`src/hw/stm_params_pkg.sv`:
```
package stm_params_pkg;

  localparam int num_segment = 2;
  localparam int idx_width = 13;
  localparam int time_width = 56;

  localparam logic [15:0] rep_infinite = 16'hFFFF;  // repeat value meaning loop forever

  // transition mode codes as written by the host
  localparam logic [7:0] transition_mode_sync_idx = 8'h00;
  localparam logic [7:0] transition_mode_sys_time = 8'h01;
  localparam logic [7:0] transition_mode_gpio = 8'h02;
  localparam logic [7:0] transition_mode_ext = 8'hF0;

  localparam int sub_latency = 5;  // depth of the time-difference pipeline

endpackage

```
`src/hw/stm_types_pkg.sv`:
```
package stm_types_pkg;

  import stm_params_pkg::*;

  // one pattern segment as configured by the host
  typedef struct packed {
    logic [idx_width-1:0] cycle;     // last index of the segment
    logic [15:0]          freq_div;  // clocks per index step
    logic [15:0]          rep;       // loops minus one, or rep_infinite
  } segment_cfg_t;

  typedef struct packed {
    logic        req_rd_segment;
    logic [7:0]  transition_mode;
    logic [63:0] transition_value;  // ec time, or gpio bit select
    logic [8:0]  ufreq_mult;
  } stm_settings_t;

  typedef struct packed {
    logic                                  stop;
    logic                                  segment;
    logic [num_segment-1:0][idx_width-1:0] idx;
  } stm_status_t;

endpackage

```
`src/hw/ec_time_to_sys_time.sv`:
```
module ec_time_to_sys_time
  import stm_params_pkg::*;
(
  input  logic                  CLK,
  input  logic                  rst_n,
  input  logic [63:0]           ec_time,
  input  logic [8:0]            ufreq_mult,
  input  logic                  din_valid,
  output logic [time_width-1:0] sys_time_out,
  output logic                  dout_valid
);

  logic [63:0] ec_q;
  logic [8:0]  mult_q;
  logic [72:0] prod_q;  // full product that the last stage truncates
  logic        vld_1;
  logic        vld_2;

  // the data path has three register stages
  always_ff @(posedge CLK) begin
    ec_q <= ec_time;
    mult_q <= ufreq_mult;
    prod_q <= ec_q * mult_q;
    sys_time_out <= prod_q[time_width-1:0];
  end

  // valid bit follows the data through each stage
  always_ff @(posedge CLK) begin
    if (!rst_n) begin
      vld_1 <= 1'b0;
      vld_2 <= 1'b0;
      dout_valid <= 1'b0;
    end else begin
      vld_1 <= din_valid;
      vld_2 <= vld_1;
      dout_valid <= vld_2;
    end
  end

endmodule

```
`src/hw/stm_swapchain.sv`:
```
module stm_swapchain
  import stm_params_pkg::*;
  import stm_types_pkg::*;
#(
  parameter int sub_latency_p = sub_latency
) (
  input  logic                                  CLK,
  input  logic                                  rst_n,
  input  logic [time_width-1:0]                 sys_time,
  input  logic                                  update_settings,
  input  stm_settings_t                         settings,
  input  segment_cfg_t [num_segment-1:0]        seg_cfg,
  input  logic [num_segment-1:0][idx_width-1:0] sync_idx,
  input  logic [3:0]                            gpio_in,
  input  logic [time_width-1:0]                 conv_time,
  input  logic                                  conv_valid,
  output logic                                  conv_din_valid,
  output stm_status_t                           status
);

  typedef enum logic [1:0] {
    wait_start,
    finite_loop,
    infinite_loop
  } state_t;

  typedef enum logic {
    idx_mode_sync,
    idx_mode_tic
  } idx_mode_t;

  state_t    state;
  idx_mode_t idx_mode;
  logic      segment;
  logic      stop;
  logic      ext_mode;

  // request latched at update_settings
  logic        req_segment;
  logic [15:0] rep_lim;
  logic [7:0]  mode_q;
  logic [1:0]  gpio_sel;
  logic [15:0] loop_cnt;

  logic [num_segment-1:0][idx_width-1:0] idx_old;
  logic [num_segment-1:0][idx_width-1:0] tic_idx;
  logic [num_segment-1:0]                changed;
  logic [num_segment-1:0]                wrap;

  logic [time_width-1:0]                  tgt_time;
  logic                                   tgt_valid;
  logic [sub_latency_p-1:0][time_width:0] diff_q;  // msb is the sign
  logic [sub_latency_p-1:0]               diff_vld;
  logic                                   time_arrived;

  logic upd_infinite;
  logic start_hit;
  logic start_tic;
  logic loop_tick;

  always_ff @(posedge CLK) begin
    if (!rst_n) begin
      idx_old <= '0;
    end else begin
      idx_old <= sync_idx;
    end
  end

  always_comb begin
    for (int k = 0; k < num_segment; k++) begin
      changed[k] = idx_old[k] != sync_idx[k];
      wrap[k] = changed[k] && (sync_idx[k] == '0);
    end
  end

  // the converted target time goes through a registered subtraction
  always_ff @(posedge CLK) begin
    if (conv_valid) begin
      tgt_time <= conv_time;
    end
    diff_q[0] <= {1'b0, sys_time} - {1'b0, tgt_time};
    for (int k = 1; k < sub_latency_p; k++) begin
      diff_q[k] <= diff_q[k-1];
    end
  end

  always_ff @(posedge CLK) begin
    if (!rst_n || update_settings) begin
      tgt_valid <= 1'b0;
      diff_vld <= '0;
    end else begin
      if (conv_valid) begin
        tgt_valid <= 1'b1;
      end
      diff_vld[0] <= tgt_valid;
      for (int k = 1; k < sub_latency_p; k++) begin
        diff_vld[k] <= diff_vld[k-1];
      end
    end
  end

  assign time_arrived = diff_vld[sub_latency_p-1] && !diff_q[sub_latency_p-1][time_width];

  assign upd_infinite = seg_cfg[settings.req_rd_segment].rep == rep_infinite;

  always_comb begin
    start_hit = 1'b0;
    start_tic = 1'b0;
    case (mode_q)
      transition_mode_sync_idx: start_hit = wrap[req_segment];
      transition_mode_sys_time: begin
        start_hit = time_arrived;
        start_tic = 1'b1;
      end
      transition_mode_gpio: begin
        start_hit = changed[req_segment] && gpio_in[gpio_sel];
        start_tic = 1'b1;
      end
      default: ;
    endcase
  end

  // in tic mode a loop ends when the tic counter wraps
  always_comb begin
    if (idx_mode == idx_mode_sync) begin
      loop_tick = wrap[segment];
    end else begin
      loop_tick = changed[segment] && (tic_idx[segment] == seg_cfg[segment].cycle);
    end
  end

  always_ff @(posedge CLK) begin
    if (!rst_n) begin
      state <= infinite_loop;
      idx_mode <= idx_mode_sync;
      segment <= 1'b0;
      stop <= 1'b0;
      ext_mode <= 1'b0;
      req_segment <= 1'b0;
      rep_lim <= '0;
      mode_q <= transition_mode_sync_idx;
      gpio_sel <= '0;
      loop_cnt <= '0;
      tic_idx <= '0;
      conv_din_valid <= 1'b0;
    end else begin
      conv_din_valid <= 1'b0;
      if (update_settings) begin
        if (upd_infinite) begin
          stop <= 1'b0;
          segment <= settings.req_rd_segment;
          idx_mode <= idx_mode_sync;
          ext_mode <= settings.transition_mode == transition_mode_ext;
          state <= infinite_loop;
        end else begin
          req_segment <= settings.req_rd_segment;
          rep_lim <= seg_cfg[settings.req_rd_segment].rep;
          mode_q <= settings.transition_mode;
          gpio_sel <= settings.transition_value[1:0];
          ext_mode <= 1'b0;
          conv_din_valid <= settings.transition_mode == transition_mode_sys_time;
          state <= wait_start;
        end
      end else begin
        case (state)
          wait_start: begin  // old segment keeps playing until the trigger
            if (start_hit) begin
              stop <= 1'b0;
              loop_cnt <= '0;
              segment <= req_segment;
              idx_mode <= start_tic ? idx_mode_tic : idx_mode_sync;
              tic_idx[req_segment] <= '0;
              state <= finite_loop;
            end
          end
          finite_loop: begin
            if (idx_mode == idx_mode_tic && changed[segment]) begin
              tic_idx[segment] <= loop_tick ? '0 : tic_idx[segment] + 1'b1;
            end
            if (loop_tick) begin
              if (loop_cnt == rep_lim) begin
                stop <= 1'b1;
              end else begin
                loop_cnt <= loop_cnt + 16'd1;
              end
            end
          end
          infinite_loop: begin
            if (ext_mode && wrap[segment]) begin
              segment <= ~segment;
            end
          end
          default: state <= infinite_loop;
        endcase
      end
    end
  end

  always_comb begin
    status.stop = stop;
    status.segment = segment;
    for (int k = 0; k < num_segment; k++) begin
      status.idx[k] = (idx_mode == idx_mode_sync) ? idx_old[k] : tic_idx[k];
    end
  end

endmodule

```
`src/hw/stm_timer.sv`:
```
module stm_timer
  import stm_params_pkg::*;
  import stm_types_pkg::*;
(
  input  logic                                  CLK,
  input  logic                                  rst_n,
  input  segment_cfg_t [num_segment-1:0]        seg_cfg,
  output logic [num_segment-1:0][idx_width-1:0] sync_idx
);

  logic [idx_width-1:0] idx_q [num_segment];

  for (genvar i = 0; i < num_segment; i++) begin : gen_seg
    logic [15:0] presc;
    logic        step;

    assign step = presc == seg_cfg[i].freq_div - 16'd1;  // prescaler wraps here

    always_ff @(posedge CLK) begin
      if (!rst_n) begin
        presc <= '0;
        idx_q[i] <= '0;
      end else if (step) begin
        presc <= '0;
        // a cycle shortened on the fly still wraps
        if (idx_q[i] >= seg_cfg[i].cycle) begin
          idx_q[i] <= '0;
        end else begin
          idx_q[i] <= idx_q[i] + 1'b1;
        end
      end else begin
        presc <= presc + 16'd1;
      end
    end
  end

  always_comb begin
    for (int k = 0; k < num_segment; k++) begin
      sync_idx[k] = idx_q[k];
    end
  end

endmodule

```
`src/hw/stm_top.sv`:
```
module stm_top
  import stm_params_pkg::*;
  import stm_types_pkg::*;
#(
  parameter int sub_latency_p = sub_latency
) (
  input  logic                           CLK,
  input  logic                           rst_n,
  input  logic [time_width-1:0]          sys_time,
  input  logic                           update_settings,
  input  stm_settings_t                  settings,
  input  segment_cfg_t [num_segment-1:0] seg_cfg,
  input  logic [3:0]                     gpio_in,
  output stm_status_t                    status
);

  logic [num_segment-1:0][idx_width-1:0] sync_idx;
  logic [time_width-1:0]                 conv_time;
  logic                                  conv_valid;
  logic                                  conv_din_valid;

  stm_timer stm_timer_inst (
    .CLK     (CLK),
    .rst_n   (rst_n),
    .seg_cfg (seg_cfg),
    .sync_idx(sync_idx)
  );

  // transition time is converted straight from the host settings
  ec_time_to_sys_time ec_time_to_sys_time_inst (
    .CLK         (CLK),
    .rst_n       (rst_n),
    .ec_time     (settings.transition_value),
    .ufreq_mult  (settings.ufreq_mult),
    .din_valid   (conv_din_valid),
    .sys_time_out(conv_time),
    .dout_valid  (conv_valid)
  );

  stm_swapchain #(
    .sub_latency_p(sub_latency_p)
  ) stm_swapchain_inst (
    .CLK            (CLK),
    .rst_n          (rst_n),
    .sys_time       (sys_time),
    .update_settings(update_settings),
    .settings       (settings),
    .seg_cfg        (seg_cfg),
    .sync_idx       (sync_idx),
    .gpio_in        (gpio_in),
    .conv_time      (conv_time),
    .conv_valid     (conv_valid),
    .conv_din_valid (conv_din_valid),
    .status         (status)
  );

endmodule

```
`config.mk`:
```
export PLATFORM = sky130hd
export DESIGN_NAME = stm_top
export DESIGN_NICKNAME = d
export VERILOG_FILES = /design/src/hw/stm_params_pkg.sv /design/src/hw/stm_types_pkg.sv /design/src/hw/ec_time_to_sys_time.sv /design/src/hw/stm_swapchain.sv /design/src/hw/stm_timer.sv /design/src/hw/stm_top.sv
export SDC_FILE = /design/constraint.sdc
export NUM_CORES = 2
export LEC_CHECK = 0
export BUFFER_PORTS_ARGS = -buffer_cell sky130_fd_sc_hd__buf_2
export CAP_MARGIN = 20
export CELL_PAD_IN_SITES_DETAIL_PLACEMENT = 0
export CELL_PAD_IN_SITES_GLOBAL_PLACEMENT = 2
export CORE_MARGIN = 2
export CORE_UTILIZATION = 35
export CTS_CLUSTER_DIAMETER = 150
export DETAILED_ROUTE_END_ITERATION = 8
export PLACE_DENSITY_LB_ADDON = 0.25
export SETUP_SLACK_MARGIN = 0.1
export SKIP_CTS_REPAIR_TIMING = 1
export SLEW_MARGIN = 25
export SYNTH_ARGS = -nofsm -noshare
export SYNTH_HDL_FRONTEND = slang
export SYNTH_SLANG_ARGS = --single-unit
```
`constraint.sdc`:
```
create_clock -name CLK -period 5.1 [get_ports CLK]
set_input_delay 1.02 -clock CLK [delete_from_list [all_inputs] [get_ports CLK]]
set_output_delay 1.02 -clock CLK [all_outputs]
set_load 0.05 [all_outputs]
```
Word level (Yosys, flattened, before mapping)
Memory sizes are Yosys's and may differ from the RTL's.
Cells that the tools add are included.
{ "op_classes": {"add_sub_neg": 9, "n_mul": 1, "div": 0, "order_cmp": 8, "n_eq_ne": 23, "shift": 0, "n_mux": 75, "bitwise_logic": 10, "n_reduce_logical": 33} }
{ "op_table": {"columns": ["operator", "n"], "rows": [
  ["two-way mux 13 bit", 11],
  ["two-way mux 45 bit", 2],
  ["two-way mux 16 bit", 5],
  ["multiplier 64 x 9 -> 56 bit", 1],
  ["subtractor 56 x 56 -> 57 bit", 1],
  ["two-way mux 26 bit", 2],
  ["case mux 26 bit (2 select lines)", 1],
  ["adder 16 x 1 -> 16 bit (second input constant)", 3],
  ["equality test 16 bit", 3],
  ["two-way mux 1 bit", 42],
  ["adder 13 x 1 -> 13 bit (second input constant)", 3],
  ["case mux 16 bit (2 select lines)", 1],
  ["subtractor 16 x 1 -> 16 bit (second input constant)", 2],
  ["bitwise AND 26 bit", 1],
  ["bitwise mux 26 bit", 1],
  ["demux 13 bit (select 1 bit)", 2],
  ["greater-or-equal comparator 13 bit", 2],
  ["logical NOT 13 bit", 2],
  ["!= test 13 bit", 2],
  ["NOT 26 bit", 1],
  ["equality test 16 bit (second input constant)", 1],
  ["equality test 8 x 1 -> 1 bit (second input constant)", 2],
  ["equality test 13 bit", 1],
  ["!= test 3 x 2 -> 1 bit (second input constant)", 4],
  ["29 further kinds", 63]
]} }
{ "word_totals": {"regBits": 669, "latchBits": 0, "mem_bits_rw": 26, "mem_bits_ro": 0, "input_bits": 235, "word_cells": 192, "n_memories": 1} }
{ "mem_list": {"columns": ["name", "words", "word_bits", "read_ports", "rd_ports_with_merged_regs", "write_ports", "line_no", "rtl"], "rows": [
  ["stm_timer_inst.idx_q", 2, 13, 2, 0, 2, "stm_timer.sv:11", "logic [idx_width-1:0] idx_q [num_segment];"]
]} }

Logic depth before layout (Yosys ltp)
An unclocked memory read counts as a cell.
{ "depth": {"depth_word": 10, "ltp_mapped": 24} }

Cells and area by module
From an unflattened synthesis, not the netlist that was laid out.
{ "hier_totals": {"hier_cells": 3270, "hier_area_um2": 31467.7} }
{ "modules_own_cells": {"columns": ["mod", "n_inst", "cells_per_inst", "area_per_inst_um2", "seq_area_each_um2"], "rows": [
  ["ec_time_to_sys_time", 1, 1855, 17710.7, 3603.5],
  ["stm_swapchain", 1, 876, 9066.2, 3943.8],
  ["stm_timer", 1, 539, 4690.7, 1421.4]
]} }

Worst setup path before layout
No wires, ideal clock.
{ "synth_timing": {"path_type": "register to register", "startpoint": "reg ec_time_to_sys_time_inst.mult_q[2]", "endpoint": "reg ec_time_to_sys_time_inst.prod_q[53]", "setup_time_ns": 0.072, "arrival_ns": 5.610, "t_required_ns": 5.028, "setup_slack_ns": -0.582, "path_stages_with_launch": 24, "n_path_buf": 3, "cell_sequence": "dfxtp_1 -> clkbuf_1 -> clkbuf_1 -> nand2_1 -> fa_1 -> inv_1 -> fa_1 -> fa_1 -> inv_1 -> fa_1 -> inv_1 -> ha_1 -> clkbuf_1 -> a21oi_1 -> o21ai_0 -> a21oi_1 -> o311ai_0 -> o31a_1 -> nor2_1 -> a2111oi_0 -> a2111o_1 -> a21o_1 -> a21oi_1 -> xnor2_1"} }
{ "synth_between": {"elab_chain_len": 1} }
{ "synth_rtl": {"columns": ["element", "line_no", "rtl"], "rows": [
  ["start, declared", "ec_time_to_sys_time.sv:14", "logic [8:0] mult_q;"],
  ["start signal, assigned", "ec_time_to_sys_time.sv:22", "mult_q <= ufreq_mult;"],
  ["multiplier 64 x 9 -> 56 bit", "ec_time_to_sys_time.sv:23", "prod_q <= ec_q * mult_q;"],
  ["end signal, assigned", "ec_time_to_sys_time.sv:23", null],
  ["end, declared", "ec_time_to_sys_time.sv:15", "logic [72:0] prod_q;"]
]} }
No other way between the ends.
A chain may end at the register's enable or synchronous reset.

Final worst setup path
Same ends and word-level chain as after synthesis.

==> qor.yml <==
critical_path:
  path_class: "reg -> reg"
  cp_cell_sequence: "buf_12 -> clkbuf_16 -> nand2_2 -> fa_1 -> inv_1 -> fa_1 -> fa_1 -> inv_1 -> fa_1 -> inv_1 -> ha_4 -> nand4_1 -> nor2_2 -> a211oi_2 -> buf_4 -> a21oi_2 -> o31a_1 -> buf_12 -> nor2_4 -> a2111oi_4 -> a2111o_1 -> a21o_1 -> a21oi_2 -> xnor2_1"
  crit_start: "ec_time_to_sys_time_inst.mult_q[2]"
  crit_end: "ec_time_to_sys_time_inst.prod_q[53]"
  cp_slowest_cell: "fa_1"
  critPathBufInv: 7
  max_stage_delay_ns: 0.53
  path_depth: 24
  ff2ff_path_depth: 24
  end_kind: "flop"
  crit_top_cell: "fa_1"
  critPathTopFamily: "adder cells"
  worstPathRequired_ns: 5.62
  cp-start-kind: "flop"
  cp.arrival_ns: 5.94
  cp_max_fo: 6
  rrSetupSlack_ns: -0.32
  r2r_start: "ec_time_to_sys_time_inst.mult_q[2]"
  timing.rr.end: "ec_time_to_sys_time_inst.prod_q[53]"
synthesis:
  ys_seq_area_frac: 0.291
  synth_top_family_by_area: "adder cells"
  synth_compound_area_frac: 0.0829
  ys_ff_latch: 407
  syn-num-nets: 3984
  postSynthAreaPerCell_um2: 9.50
  synthXorXnorAreaFrac: 0.0634
  synthFlopType: "dfxtp_1"
  ys_types: 77
  synth_fa_ha_area_frac: 0.289
  synthArstFlopShare: 0
  muxShareOfSynthArea: 0.0203
  yosys_warnings: 0
  synth_edf_count: 82
  synth_area_um2: 30800
  syn-instance-count: 3244
  synth-simple-area-share: 0.180
final_layout:
  final_util: 0.442
  areaGrowthSynthToFinish_pct: 24.9
  final_nets: 4453
  multi_input_area_um2: 20600
  final-seq-area_um2: 9030
  fill_cells: 8559
  layout-drive-gt1-share: 0.225
placement:
  detailedPlace.worstSlack_ns: -0.613
  globalplace.congestion: 0.845
  hpwl_mm: 65.6
  port_buffers: 254
die:
  die_w_um: 301
  rows: 108
  start_util: 0.354
  die_h_um: 301
  core-area_um2: 87000
  ios: 263
  die_area_um2: 90500
flow_run:
  cap_violations: 0
sta:
  hold_viol_final: 0
  maxSlewViolCount: 0
  tightest_slew_ns: 0.949
  skew_ns: 0.0256
  clock.fmax_mhz: 184
  hold_ws_ns: 0.317
  layout_setup_ws_ns: -0.321
  final-setup-viol-count: 14
  period_share: 1.06
  setup-tns-final_ns: -2.22
  fin_crit_ns: 5.42
  slew_headroom: 0.366
  rsz0062_at_grt: "yes"
status:
  violations: "negative setup slack"
  status: "finished, violations left"
worst_hold_path:
  hold_path.class: "reg -> reg"
detailed_routing:
  drt-initial-drc-count: 927
  antenna_left: 0
  vias: 23668
  routed_via_density: 4.82
  drc: 0
  dr.pass1.iters: 5
  drt-total-wl_mm: 83.4
  wl_per_cell_um: 17.0
power_and_ir_drop:
  ir_drop_v: 0.000332
  p_leak_nw: 17.9
  powerDensity_nw_per_um2: 532
cts:
  clock-sinks: 407
  cts_tree: "done"
  htreeDepth: 2
  cts_made_buffers: 48
  clkTransAtPathRegs_ns: 0.07
  clk_latency_ns: 0.60
  root_buffer: "clkbuf_16"
  clockBufferDepth: 3
global_route:
  grt_pass1_wl_mm: 133
  antenna_found_initial: 13
  grtUsageTotal: 0.183
  grt_max_degree: 85
  grt_overflow: 0
  grt_pass1_vias: 25117
metrics by stage:
| step | power (mW) | instance area [µm²] | instances |
|---|---|---|---|
| detailed placement | 15.4 | 35500 | 4783 |
| CTS | 19.3 | 37300 | 4873 |
| global route | 22.2 | 38500 | 4912 |
| floorplan | 11.2 | 31400 | 3244 |
| global placement | 15.3 | 35500 | 4783 |
| finish | 20.5 | 38500 | 4913 |
kinds of logic (layout without fill, tap and decap cells):
family          count (synthesis)  after routing
flops                         407            407
simple gates                 1064           1064
mux                            58             58
compound gates                395            395
buf+inv                       592           1101
fa+ha+maj                     505            505
xor+xnor                      223            223
other cells                     0              5
sequential cells by signal, indices dropped and copies added, names as in the netlist, 2 cells and up:
| register | flops |
|---|---|
| ec_time_to_sys_time_inst.ec_q | 56 |
| ec_time_to_sys_time_inst.mult_q | 9 |
| ec_time_to_sys_time_inst.prod_q | 56 |
| ec_time_to_sys_time_inst.sys_time_out | 56 |
| stm_swapchain_inst.diff_q | 5 |
| stm_swapchain_inst.diff_vld | 5 |
| stm_swapchain_inst.gpio_sel | 2 |
| stm_swapchain_inst.idx_old | 26 |
| stm_swapchain_inst.loop_cnt | 16 |
| stm_swapchain_inst.mode_q | 8 |
| stm_swapchain_inst.rep_lim | 16 |
| stm_swapchain_inst.state | 2 |
| stm_swapchain_inst.tgt_time | 56 |
| stm_swapchain_inst.tic_idx | 26 |
| stm_timer_inst.gen_seg.presc | 32 |
| stm_timer_inst.idx_q | 26 |
routing by layer:
metal	routed length (µm)	track usage
met1	36800	0.236
met2	41400	0.324
met4	1790	0.0428
met5	41	0
met3	3340	0.0243
final cells by class:
class,instances,area share
diodes,5,0.000325
clock inverters,33,0.0111
well taps,1155,0.0375
repair buffers,529,0.100
flip-flops and latches,407,0.235
multi-input cells,2245,0.535
inverters,482,0.0470
clock buffers,57,0.0348
placed cells by master, fill, tap and decap left out, drive strengths merged, types with 24 or more instances in the layout:
cell type	instances
fa	347
o21a	24
xor2	97
and3	32
buf	525
and2	318
edfxtp	82
ha	158
xnor2	126
nand2	299
inv	486
a21oi	92
mux2i	30
nor3	39
nor2b	34
o21ai	96
nor2	121
clkbuf	61
mux2	27
a21o	58
nor4	35
dfxtp	325
nand4	40
nand3	82
synthesized netlist by cell type, types with 3 or more instances:
master	number	area, µm²
inv_1	481	1810
fa_1	347	6950
dfxtp_1	325	6510
and2_1	318	1990
nand2_1	299	1120
ha_1	158	1980
xnor2_1	126	1100
nor2_1	120	450
clkbuf_1	103	387
xor2_1	97	850
o21ai_0	95	475
a21oi_1	92	460
edfxtp_1	82	2460
nand3_1	82	410
a21o_1	58	435
nand4_1	40	250
nor3_1	39	195
nor4_1	35	219
nor2b_1	34	213
and3_1	31	194
mux2i_1	30	300
mux2_2	27	304
o21a_1	24	180
a31oi_1	18	113
o211a_1	18	180
a21boi_0	14	105
nor3b_1	13	97.6
a211oi_1	12	90.1
nand2b_1	12	75.1
o22ai_1	11	68.8
o21bai_1	10	75.1
or3_1	8	50.1
a2111oi_0	5	43.8
a311oi_1	5	43.8
or2_2	5	31.3
a31o_2	4	35.0
buf_1	4	15.0
nand3b_1	4	30.0
nand4b_1	4	35.0
nor4b_1	4	35.0
o31ai_1	4	30.0
o211ai_1	3	22.5
report_power, final:
| group | leakage [nW] | internal, mW | switching, mW | total [mW] |
|---|---|---|---|---|
| combinational | 13.6 | 6.36 | 6.19 | 12.6 |
| sequential | 3.48 | 3.98 | 0.199 | 4.18 |
| clock | 0.854 | 2.26 | 1.47 | 3.73 |
how the worst min path moves through the flow:
stage | start | endpoint | slack [ns] | cells past startpoint
finish | ec_time_to_sys_time_inst.prod_q[17] | ec_time_to_sys_time_inst.sys_time_out[17] | 0.32 | 0
global route | ec_time_to_sys_time_inst.prod_q[17] | ec_time_to_sys_time_inst.sys_time_out[17] | 0.32 | 0
CTS | ec_time_to_sys_time_inst.prod_q[17] | ec_time_to_sys_time_inst.sys_time_out[17] | 0.31 | 0
detailed placement | ec_time_to_sys_time_inst.prod_q[21] | ec_time_to_sys_time_inst.sys_time_out[21] | 0.31 | 0
global placement | ec_time_to_sys_time_inst.prod_q[31] | ec_time_to_sys_time_inst.sys_time_out[31] | 0.31 | 0
floorplan | ec_time_to_sys_time_inst.prod_q[0] | ec_time_to_sys_time_inst.sys_time_out[0] | 0.31 | 0
(Power assumes the default switching activity.)
